## src/include/teller_defines.svh

```systemverilog
// Teller build constants

`ifndef TELLER_DEFINES_SVH
`define TELLER_DEFINES_SVH

// Accounts in the ledger, also the table size
`define LEDGER_ACCOUNTS 8

// Secret table rule: entry i = i * TABLE_MULT + TABLE_ADD, mod 256
`define TABLE_MULT 37
`define TABLE_ADD 11

// Every account holds this much after reset
`define START_BALANCE 100

// Length of the travel animation in cycles
`define TRAVEL_LEN 8

// Button synchroniser depth
`define KEY_SYNC_STAGES 2

`endif

```

## src/logic/teller_pkg.sv

```systemverilog
// Teller shared types

`include "teller_defines.svh"

package teller_pkg;

	// Account number width follows the ledger size
	localparam int ACCOUNT_W = $clog2(`LEDGER_ACCOUNTS);

	// Key view of the switches, pin tag over account number
	typedef struct packed {
		logic [7-ACCOUNT_W:0] pin;
		logic [ACCOUNT_W-1:0] account;
	} key_view_t;

	// One switch word, read as an amount or as a key
	typedef union packed {
		logic [7:0] amount;
		key_view_t key;
	} sw_word_u;

	// Transaction steps
	typedef enum logic [2:0] {
		STEP_IDLE,
		STEP_FETCH_TABLE,
		STEP_FETCH_BAL,
		STEP_CHECK,
		STEP_WRITE,
		STEP_TRAVEL,
		STEP_DONE
	} step_e;

	// RAM access kinds
	typedef enum logic [1:0] {
		ACC_TABLE,
		ACC_LEDGER_RD,
		ACC_LEDGER_WR
	} access_e;

endpackage

```

## src/logic/ledger_mem_if.sv

```systemverilog
// Ledger RAM access bundle

`timescale 1ns/10ps

interface ledger_mem_if;

	teller_pkg::access_e access;
	logic [teller_pkg::ACCOUNT_W-1:0] index;
	logic [7:0] wdata;
	logic wren;
	// Word addressed in the previous cycle
	logic [7:0] rdata;

	modport controller (
		output access,
		output index,
		output wdata,
		output wren,
		input rdata
	);

	modport ram (
		input access,
		input index,
		input wdata,
		input wren,
		output rdata
	);

	// Datapath only watches the read side
	modport monitor (
		input access,
		input rdata
	);

endinterface

```

## src/logic/main_control.sv

```systemverilog
// Button and load control

`timescale 1ns/10ps

`include "teller_defines.svh"

module main_control (
	input logic clock,
	input logic rst_n,
	input logic [1:0] key_n,
	input logic [7:0] sw,
	input logic finished,
	output logic start,
	output teller_pkg::sw_word_u amount,
	output teller_pkg::sw_word_u key,
	output logic [teller_pkg::ACCOUNT_W-1:0] account,
	output logic busy,
	output logic ready
);

	localparam int SYNC_N = `KEY_SYNC_STAGES;

	typedef enum logic [1:0] {
		WAIT_AMOUNT,
		WAIT_KEY,
		READY,
		BUSY
	} state_e;

	state_e state_q;
	logic [1:0] sync_q [SYNC_N];
	logic [1:0] key_d;
	logic [1:0] press;
	logic start_press;
	logic load_press;

	// Buttons idle high
	always_ff @(posedge clock or negedge rst_n)
	begin
		if (!rst_n)
		begin
			for (int i = 0; i < SYNC_N; i++)
				sync_q[i] <= 2'b11;
			key_d <= 2'b11;
		end
		else
		begin
			sync_q[0] <= key_n;
			for (int i = 1; i < SYNC_N; i++)
				sync_q[i] <= sync_q[i-1];
			key_d <= sync_q[SYNC_N-1];
		end
	end

	// Falling edge of the synchronised level
	assign press = key_d & ~sync_q[SYNC_N-1];
	assign start_press = press[0];
	assign load_press = press[1];

	always_ff @(posedge clock or negedge rst_n)
	begin
		if (!rst_n)
			state_q <= WAIT_AMOUNT;
		else
		begin
			case (state_q)
				WAIT_AMOUNT:
				begin
					if (load_press)
						state_q <= WAIT_KEY;
				end
				WAIT_KEY:
				begin
					if (load_press)
						state_q <= READY;
				end
				// A new load here starts over with the amount
				READY:
				begin
					if (start_press)
						state_q <= BUSY;
					else if (load_press)
						state_q <= WAIT_KEY;
				end
				BUSY:
				begin
					if (finished)
						state_q <= WAIT_AMOUNT;
				end
				default: state_q <= WAIT_AMOUNT;
			endcase
		end
	end

	always_ff @(posedge clock)
	begin
		if (load_press && (state_q == WAIT_AMOUNT || (state_q == READY && !start_press)))
			amount <= teller_pkg::sw_word_u'(sw);
		if (load_press && state_q == WAIT_KEY)
			key <= teller_pkg::sw_word_u'(sw);
	end

	assign ready = (state_q == READY);
	assign busy = (state_q == BUSY);
	assign start = start_press && ready;
	assign account = key.key.account;

	// Operands hold while a transaction runs
	operands_held: assert property (@(posedge clock) disable iff (!rst_n)
		busy |=> $stable(amount) && $stable(key));

endmodule

```

## src/logic/transaction_control.sv

```systemverilog
// Transaction step sequencer

`timescale 1ns/10ps

`include "teller_defines.svh"

module transaction_control (
	input logic clock,
	input logic rst_n,
	input logic start,
	input logic [teller_pkg::ACCOUNT_W-1:0] account,
	input logic check_done,
	input logic approved,
	input logic [7:0] new_balance,
	ledger_mem_if.controller mem,
	output teller_pkg::step_e step,
	output logic [2:0] travel,
	output logic finished
);

	localparam logic [2:0] TRAVEL_LAST = 3'(`TRAVEL_LEN - 1);

	teller_pkg::step_e step_q;
	logic [2:0] cnt_q;
	logic [teller_pkg::ACCOUNT_W-1:0] account_q;

	always_ff @(posedge clock or negedge rst_n)
	begin
		if (!rst_n)
		begin
			step_q <= teller_pkg::STEP_IDLE;
			cnt_q <= '0;
			account_q <= '0;
		end
		else
		begin
			case (step_q)
				teller_pkg::STEP_IDLE:
				begin
					cnt_q <= '0;
					if (start)
					begin
						account_q <= account;
						step_q <= teller_pkg::STEP_FETCH_TABLE;
					end
				end
				// Fetches take two cycles for the registered read
				teller_pkg::STEP_FETCH_TABLE, teller_pkg::STEP_FETCH_BAL:
				begin
					if (cnt_q == 3'd1)
					begin
						cnt_q <= '0;
						step_q <= (step_q == teller_pkg::STEP_FETCH_TABLE) ?
							teller_pkg::STEP_FETCH_BAL : teller_pkg::STEP_CHECK;
					end
					else
						cnt_q <= cnt_q + 3'd1;
				end
				teller_pkg::STEP_CHECK:
				begin
					cnt_q <= '0;
					if (check_done)
						step_q <= approved ? teller_pkg::STEP_WRITE : teller_pkg::STEP_TRAVEL;
				end
				teller_pkg::STEP_WRITE: step_q <= teller_pkg::STEP_TRAVEL;
				teller_pkg::STEP_TRAVEL:
				begin
					if (cnt_q == TRAVEL_LAST)
						step_q <= teller_pkg::STEP_DONE;
					else
						cnt_q <= cnt_q + 3'd1;
				end
				default: step_q <= teller_pkg::STEP_IDLE;
			endcase
		end
	end

	// RAM access decode from the current step
	always_comb
	begin
		case (step_q)
			teller_pkg::STEP_FETCH_TABLE: mem.access = teller_pkg::ACC_TABLE;
			teller_pkg::STEP_WRITE: mem.access = teller_pkg::ACC_LEDGER_WR;
			default: mem.access = teller_pkg::ACC_LEDGER_RD;
		endcase
	end

	assign mem.index = account_q;
	assign mem.wdata = new_balance;
	assign mem.wren = (step_q == teller_pkg::STEP_WRITE);

	assign step = step_q;
	assign travel = (step_q == teller_pkg::STEP_TRAVEL) ? cnt_q : 3'd0;
	assign finished = (step_q == teller_pkg::STEP_DONE);

	// Writes only follow an approved check
	write_after_approve: assert property (@(posedge clock) disable iff (!rst_n)
		mem.wren |-> $past(check_done && approved));

	finished_one_cycle: assert property (@(posedge clock) disable iff (!rst_n)
		finished |=> !finished);

endmodule

```

## src/logic/verify_datapath.sv

```systemverilog
// Key and balance verification

`timescale 1ns/10ps

module verify_datapath (
	input logic clock,
	input logic rst_n,
	input teller_pkg::step_e step,
	ledger_mem_if.monitor mem,
	input teller_pkg::sw_word_u amount,
	input teller_pkg::sw_word_u key,
	output logic check_done,
	output logic approved,
	output logic [7:0] new_balance,
	output logic accepted,
	output logic [7:0] balance_out
);

	localparam int PIN_W = 8 - teller_pkg::ACCOUNT_W;

	teller_pkg::step_e prev_step_q;
	logic [7:0] table_q;
	logic [7:0] balance_q;
	logic second_cycle;
	logic pin_ok;
	logic funds_ok;

	always_ff @(posedge clock or negedge rst_n)
	begin
		if (!rst_n)
			prev_step_q <= teller_pkg::STEP_IDLE;
		else
			prev_step_q <= step;
	end

	// Read data is valid in the second cycle of a fetch
	assign second_cycle = (step == prev_step_q) &&
		(step == teller_pkg::STEP_FETCH_TABLE || step == teller_pkg::STEP_FETCH_BAL);

	always_ff @(posedge clock)
	begin
		if (second_cycle)
		begin
			case (mem.access)
				teller_pkg::ACC_TABLE: table_q <= mem.rdata;
				teller_pkg::ACC_LEDGER_RD: balance_q <= mem.rdata;
				default: ;
			endcase
		end
	end

	// Pin tag is checked against the low bits of the table word
	assign pin_ok = (key.key.pin == table_q[PIN_W-1:0]);
	assign funds_ok = (amount.amount <= balance_q);
	assign approved = pin_ok && funds_ok;
	assign new_balance = approved ? balance_q - amount.amount : balance_q;

	// Verdict settles within the check step
	assign check_done = (step == teller_pkg::STEP_CHECK);

	always_ff @(posedge clock or negedge rst_n)
	begin
		if (!rst_n)
		begin
			accepted <= 1'b0;
			balance_out <= '0;
		end
		else if (step == teller_pkg::STEP_DONE)
		begin
			accepted <= approved;
			balance_out <= new_balance;
		end
	end

	// Both words must have been fetched before the check
	fetched_before_check: assert property (@(posedge clock) disable iff (!rst_n)
		check_done |-> $past(step == teller_pkg::STEP_FETCH_BAL));

endmodule

```

## src/logic/ledger_ram.sv

```systemverilog
// Table and ledger RAM

`timescale 1ns/10ps

`include "teller_defines.svh"

module ledger_ram (
	input logic clock,
	input logic rst_n,
	ledger_mem_if.ram mem
);

	localparam int ACCTS = `LEDGER_ACCOUNTS;
	localparam int DEPTH = 2 * ACCTS;
	localparam int ADDR_W = teller_pkg::ACCOUNT_W + 1;

	logic [7:0] mem_q [DEPTH];
	logic [ADDR_W-1:0] addr;

	// Table in the lower half, ledger in the upper half
	assign addr = {mem.access != teller_pkg::ACC_TABLE, mem.index};

	always_ff @(posedge clock or negedge rst_n)
	begin
		if (!rst_n)
		begin
			for (int i = 0; i < ACCTS; i++)
			begin
				mem_q[i] <= 8'(i * `TABLE_MULT + `TABLE_ADD);
				mem_q[i + ACCTS] <= 8'(`START_BALANCE);
			end
			mem.rdata <= '0;
		end
		else
		begin
			if (mem.wren)
				mem_q[addr] <= mem.wdata;
			mem.rdata <= mem_q[addr];
		end
	end

	// The table half is read only
	no_table_write: assert property (@(posedge clock) disable iff (!rst_n)
		mem.wren |-> mem.access == teller_pkg::ACC_LEDGER_WR);

endmodule

```

## src/logic/teller_top.sv

```systemverilog
// Teller top level

`timescale 1ns/10ps

module teller_top (
	input logic clock,
	input logic rst_n,
	input logic [7:0] sw,
	input logic [1:0] key_n,
	output logic busy,
	output logic [2:0] step,
	output logic [2:0] travel,
	output logic finished,
	output logic accepted,
	output logic [7:0] balance_out
);

	logic start;
	logic check_done;
	logic approved;
	logic [7:0] new_balance;
	logic [teller_pkg::ACCOUNT_W-1:0] account;
	teller_pkg::sw_word_u amount;
	teller_pkg::sw_word_u key;
	teller_pkg::step_e step_s;

	ledger_mem_if mem_if ();

	main_control main_control_i (
		.clock(clock),
		.rst_n(rst_n),
		.key_n(key_n),
		.sw(sw),
		.finished(finished),
		.start(start),
		.amount(amount),
		.key(key),
		.account(account),
		.busy(busy),
		.ready()
	);

	transaction_control transaction_control_i (
		.clock(clock),
		.rst_n(rst_n),
		.start(start),
		.account(account),
		.check_done(check_done),
		.approved(approved),
		.new_balance(new_balance),
		.mem(mem_if.controller),
		.step(step_s),
		.travel(travel),
		.finished(finished)
	);

	verify_datapath verify_datapath_i (
		.clock(clock),
		.rst_n(rst_n),
		.step(step_s),
		.mem(mem_if.monitor),
		.amount(amount),
		.key(key),
		.check_done(check_done),
		.approved(approved),
		.new_balance(new_balance),
		.accepted(accepted),
		.balance_out(balance_out)
	);

	ledger_ram ledger_ram_i (
		.clock(clock),
		.rst_n(rst_n),
		.mem(mem_if.ram)
	);

	assign step = step_s;

endmodule

```

## config.mk

```make
export PLATFORM = sky130hd
export DESIGN_NAME = teller_top
export DESIGN_NICKNAME = d
export VERILOG_FILES = /design/src/logic/teller_pkg.sv /design/src/logic/ledger_mem_if.sv /design/src/logic/main_control.sv /design/src/logic/transaction_control.sv /design/src/logic/verify_datapath.sv /design/src/logic/ledger_ram.sv /design/src/logic/teller_top.sv
export VERILOG_INCLUDE_DIRS = /design/src /design/src/include
export SDC_FILE = /design/constraint.sdc
export NUM_CORES = 1
export LEC_CHECK = 0
export BUFFER_PORTS_ARGS = -buffer_cell sky130_fd_sc_hd__buf_2
export CORE_MARGIN = 2
export CORE_UTILIZATION = 65
export CTS_CLUSTER_DIAMETER = 60
export DETAILED_ROUTE_END_ITERATION = 6
export PLACE_DENSITY = 0.88
export SLEW_MARGIN = 15
export SYNTH_ARGS = -nofsm -noshare
export SYNTH_HDL_FRONTEND = slang
export SYNTH_HIERARCHICAL = 1
export SYNTH_SLANG_ARGS = --single-unit
export TNS_END_PERCENT = 1
```

## constraint.sdc

```tcl
create_clock -name clock -period 5.8 [get_ports clock]
set_input_delay 0.58 -clock clock [delete_from_list [all_inputs] [get_ports clock]]
set_output_delay 0.58 -clock clock [all_outputs]
set_load 0.01 [all_outputs]
```

==> impl_results.md <==
- Syn avg cell area: ~15 sq um
- Initial antenna violation count: 0
- Tot Pwr: between 0.004 and 0.005 W
- Dpl hpwl: between 10000 and 15000 microns
- Top Metal Used: met4
- Vias post-DR: 5543
- Critical Path Source Type: flop
- N_diodes: 0
- # hold bufs at CTS: 0
- Mapped cell area: roughly 9000 sq um
- WL final: around 20000 microns
- Peak VDD IR: between 0.2 and 0.25 mV
- HP Class: primary input to async pin
- P_leak: approximately 4.4 nW
- Logic gate share of total power: about a quarter
- Setup_tns: 0 ns
- DIE WIDTH: approximately 120 microns
- Initial Util: about 66%
- Fin cells: 837
- Clock Sinks: slightly below 200
- # Max-Cap Violations: 0
- Met2 wire length: 10300 microns
- Global-route wire length before repair: approximately 32000 microns
- Req. time, crit path: 6.18 ns
- CP endpoint kind: flop
- Worst rel slew slack: roughly a quarter
- Synth Warn #: 6
- Crit path time final: 3.49 ns
- Sw Share: a little under a third
- Syn Nets: 655
- Sequential group share of total power: around 44%
- Clk pwr share: a little under 30%
- Via density: roughly 6.6
- H-tree depth: 4
- P_sw: between 0.001 and 0.0015 W
- Result of the run: completed
- GR Util All Layers: 29.2%
- 1st-pass router iterations: 6
- Chip height: 123 microns
- P per Cell Area: roughly 430 nW/um^2
- Fin. max-slew vios: 0
- Routability congestion estimate: between 0.8 and 0.9
- Ports: 29
- Maximum buffer depth of the clock tree: 2
- CTS tree: yes
- Num rows: 43
- Fin nets: 668
- Final hold vios: 0
- Max Clk Rate: ~290 MHz
- Starting DRT DRC Count: 673
- DIE AREA: roughly 15000 sq um
- Share of layout cells above drive strength 1: around 48%
- Placed Cells: roughly 800
- Internal Power: 0.00294 W
- Detail Route Antenna Nets: 0
- IO buf count: 28
- Worst-path clk slew: 0.07 ns
- Clk_skew: ~0.011 ns
- Critical-path maximum fanout: 16
- Critical Path AT: ~3.9 ns
- CTS Buf Count: 17
- Post-CTS setup buffers: 0
- Wire length on met1: between 8000 and 9000 microns
- Core Box Area: approximately 14000 sq um
- Post-DR wirelength/cell: roughly 24 microns
- Number of global-route vias before repair: 5716
- Gates resized, CTS repair: 0
- Clock tree root buffer cell: clkbuf_16
- CP Class: flop to flop
- Mapped Cells: around 630
- Remaining DRCs: 0
- Total grt overflow: 0
- Pin count of the biggest net entering global routing: between 100 and 150
- RSZ-0062 raised after global routing: no
- WL met3: ~1000 microns
- Tcrit/Tclk final: 60.1%
- Worst slew pin tran: 1.11 ns
- Worst-Skew Late Latency: approximately 0.45 ns
- Layout Area Growth over Synthesis: 8.75%
- # setup viols final: 0
[routing by layer]
metal  up-vias  GRT usage (%)
li1       2359              -
met1      2918           39.1
met2       222           47.5
met3        44           4.55
met4         0           13.1
met5         -              0
[per-stage QoR]
stage	utilization [%]	worst slack [ns]	hold slack [ns]	cell area (sq um)
floorplan	-	3.20	0.284	9180
CTS	72.2	2.42	0.219	9980
global route	72.2	2.12	0.223	9990
global placement	67.5	2.58	0.346	9340
detailed placement	67.5	2.48	0.349	9340
finish	72.2	2.31	0.219	9990
[worst max-delay path: stages, from the launching register on]
cell and delay (ns):
edfxtp_1 0.40, inv_1 0.07, ha_1 0.15, inv_1 0.05, fa_1 0.41, a21oi_1 0.19
o21ai_1 0.12, a211oi_2 0.71, nor3_1 0.19, nor2_1 0.81, mux2_2 0.32
[power groups by stage]
stage,Sequential [W],Clock [W],Combinational [W]
after global placement,0.00189,0,0.00106
after CTS,0.00190,0.00129,0.00112
after floorplan,0.00183,0,0.000915
final,0.00190,0.00127,0.00114
after detailed placement,0.00192,0,0.00111
after global routing,0.00194,0.00134,0.00122
[final timing paths]
check                      cells past startpoint                      startpoint                            endpoint  slack (ns)
max                                           10  verify_datapath_i/balance_q[0]              ledger_ram_i/mem_q[66]        2.31
min                                            1                           rst_n      transaction_control_i/cnt_q[1]        0.22
max reg2reg                                   10  verify_datapath_i/balance_q[0]              ledger_ram_i/mem_q[66]        2.31
min reg2reg                                    0        main_control_i/sync_q[3]            main_control_i/sync_q[1]        0.36
max in group asynchronous                      2                           rst_n  transaction_control_i/mem.index[0]        4.17
min in group clock                             1                        key_n[0]            main_control_i/sync_q[2]        0.23
[final cells by class]
type | instances | area [sq um]
repair buffers | 32 | 176
well taps | 180 | 225
clock inverters | 12 | 174
fillers | 849 | 3840
flip-flops and latches | 194 | 5080
multi-input cells | 380 | 3790
inverters | 19 | 71.3
clock buffers | 20 | 468
[flip-flops by register name, indices dropped and copies added (netlist names), 3 cells and up]
name,count
ledger_ram_i/mem.rdata,8
ledger_ram_i/mem_q,128
main_control_i/amount,8
main_control_i/key,8
main_control_i/sync_q,4
transaction_control_i/cnt_q,3
transaction_control_i/mem.index,3
transaction_control_i/step,3
verify_datapath_i/balance_out,8
verify_datapath_i/balance_q,8
verify_datapath_i/prev_step_q,3
verify_datapath_i/table_q,5
[cells in the final DEF (no fill, tap or decap), types with 4 or more instances in the layout]
cell       count
edfxtp_1      29
a21oi_1       11
ha_1          11
buf_2         27
nand2b_1       9
mux4_2        32
nor2b_1        6
dfstp_2       61
mux2_2       123
dfrtp_1      103
buf_4          4
xor2_1         8
nand2_1       31
a22oi_1       16
bufinv_16      4
clkbuf_16     18
o21ai_1        4
nor2_1        20
o21ai_0        6
nand3_1        6
nor2_2         4
nor3_1         4
and3_1         4
mux2_4         8
inv_1         18
No activity file was read; power rests on OpenSTA's default activity.
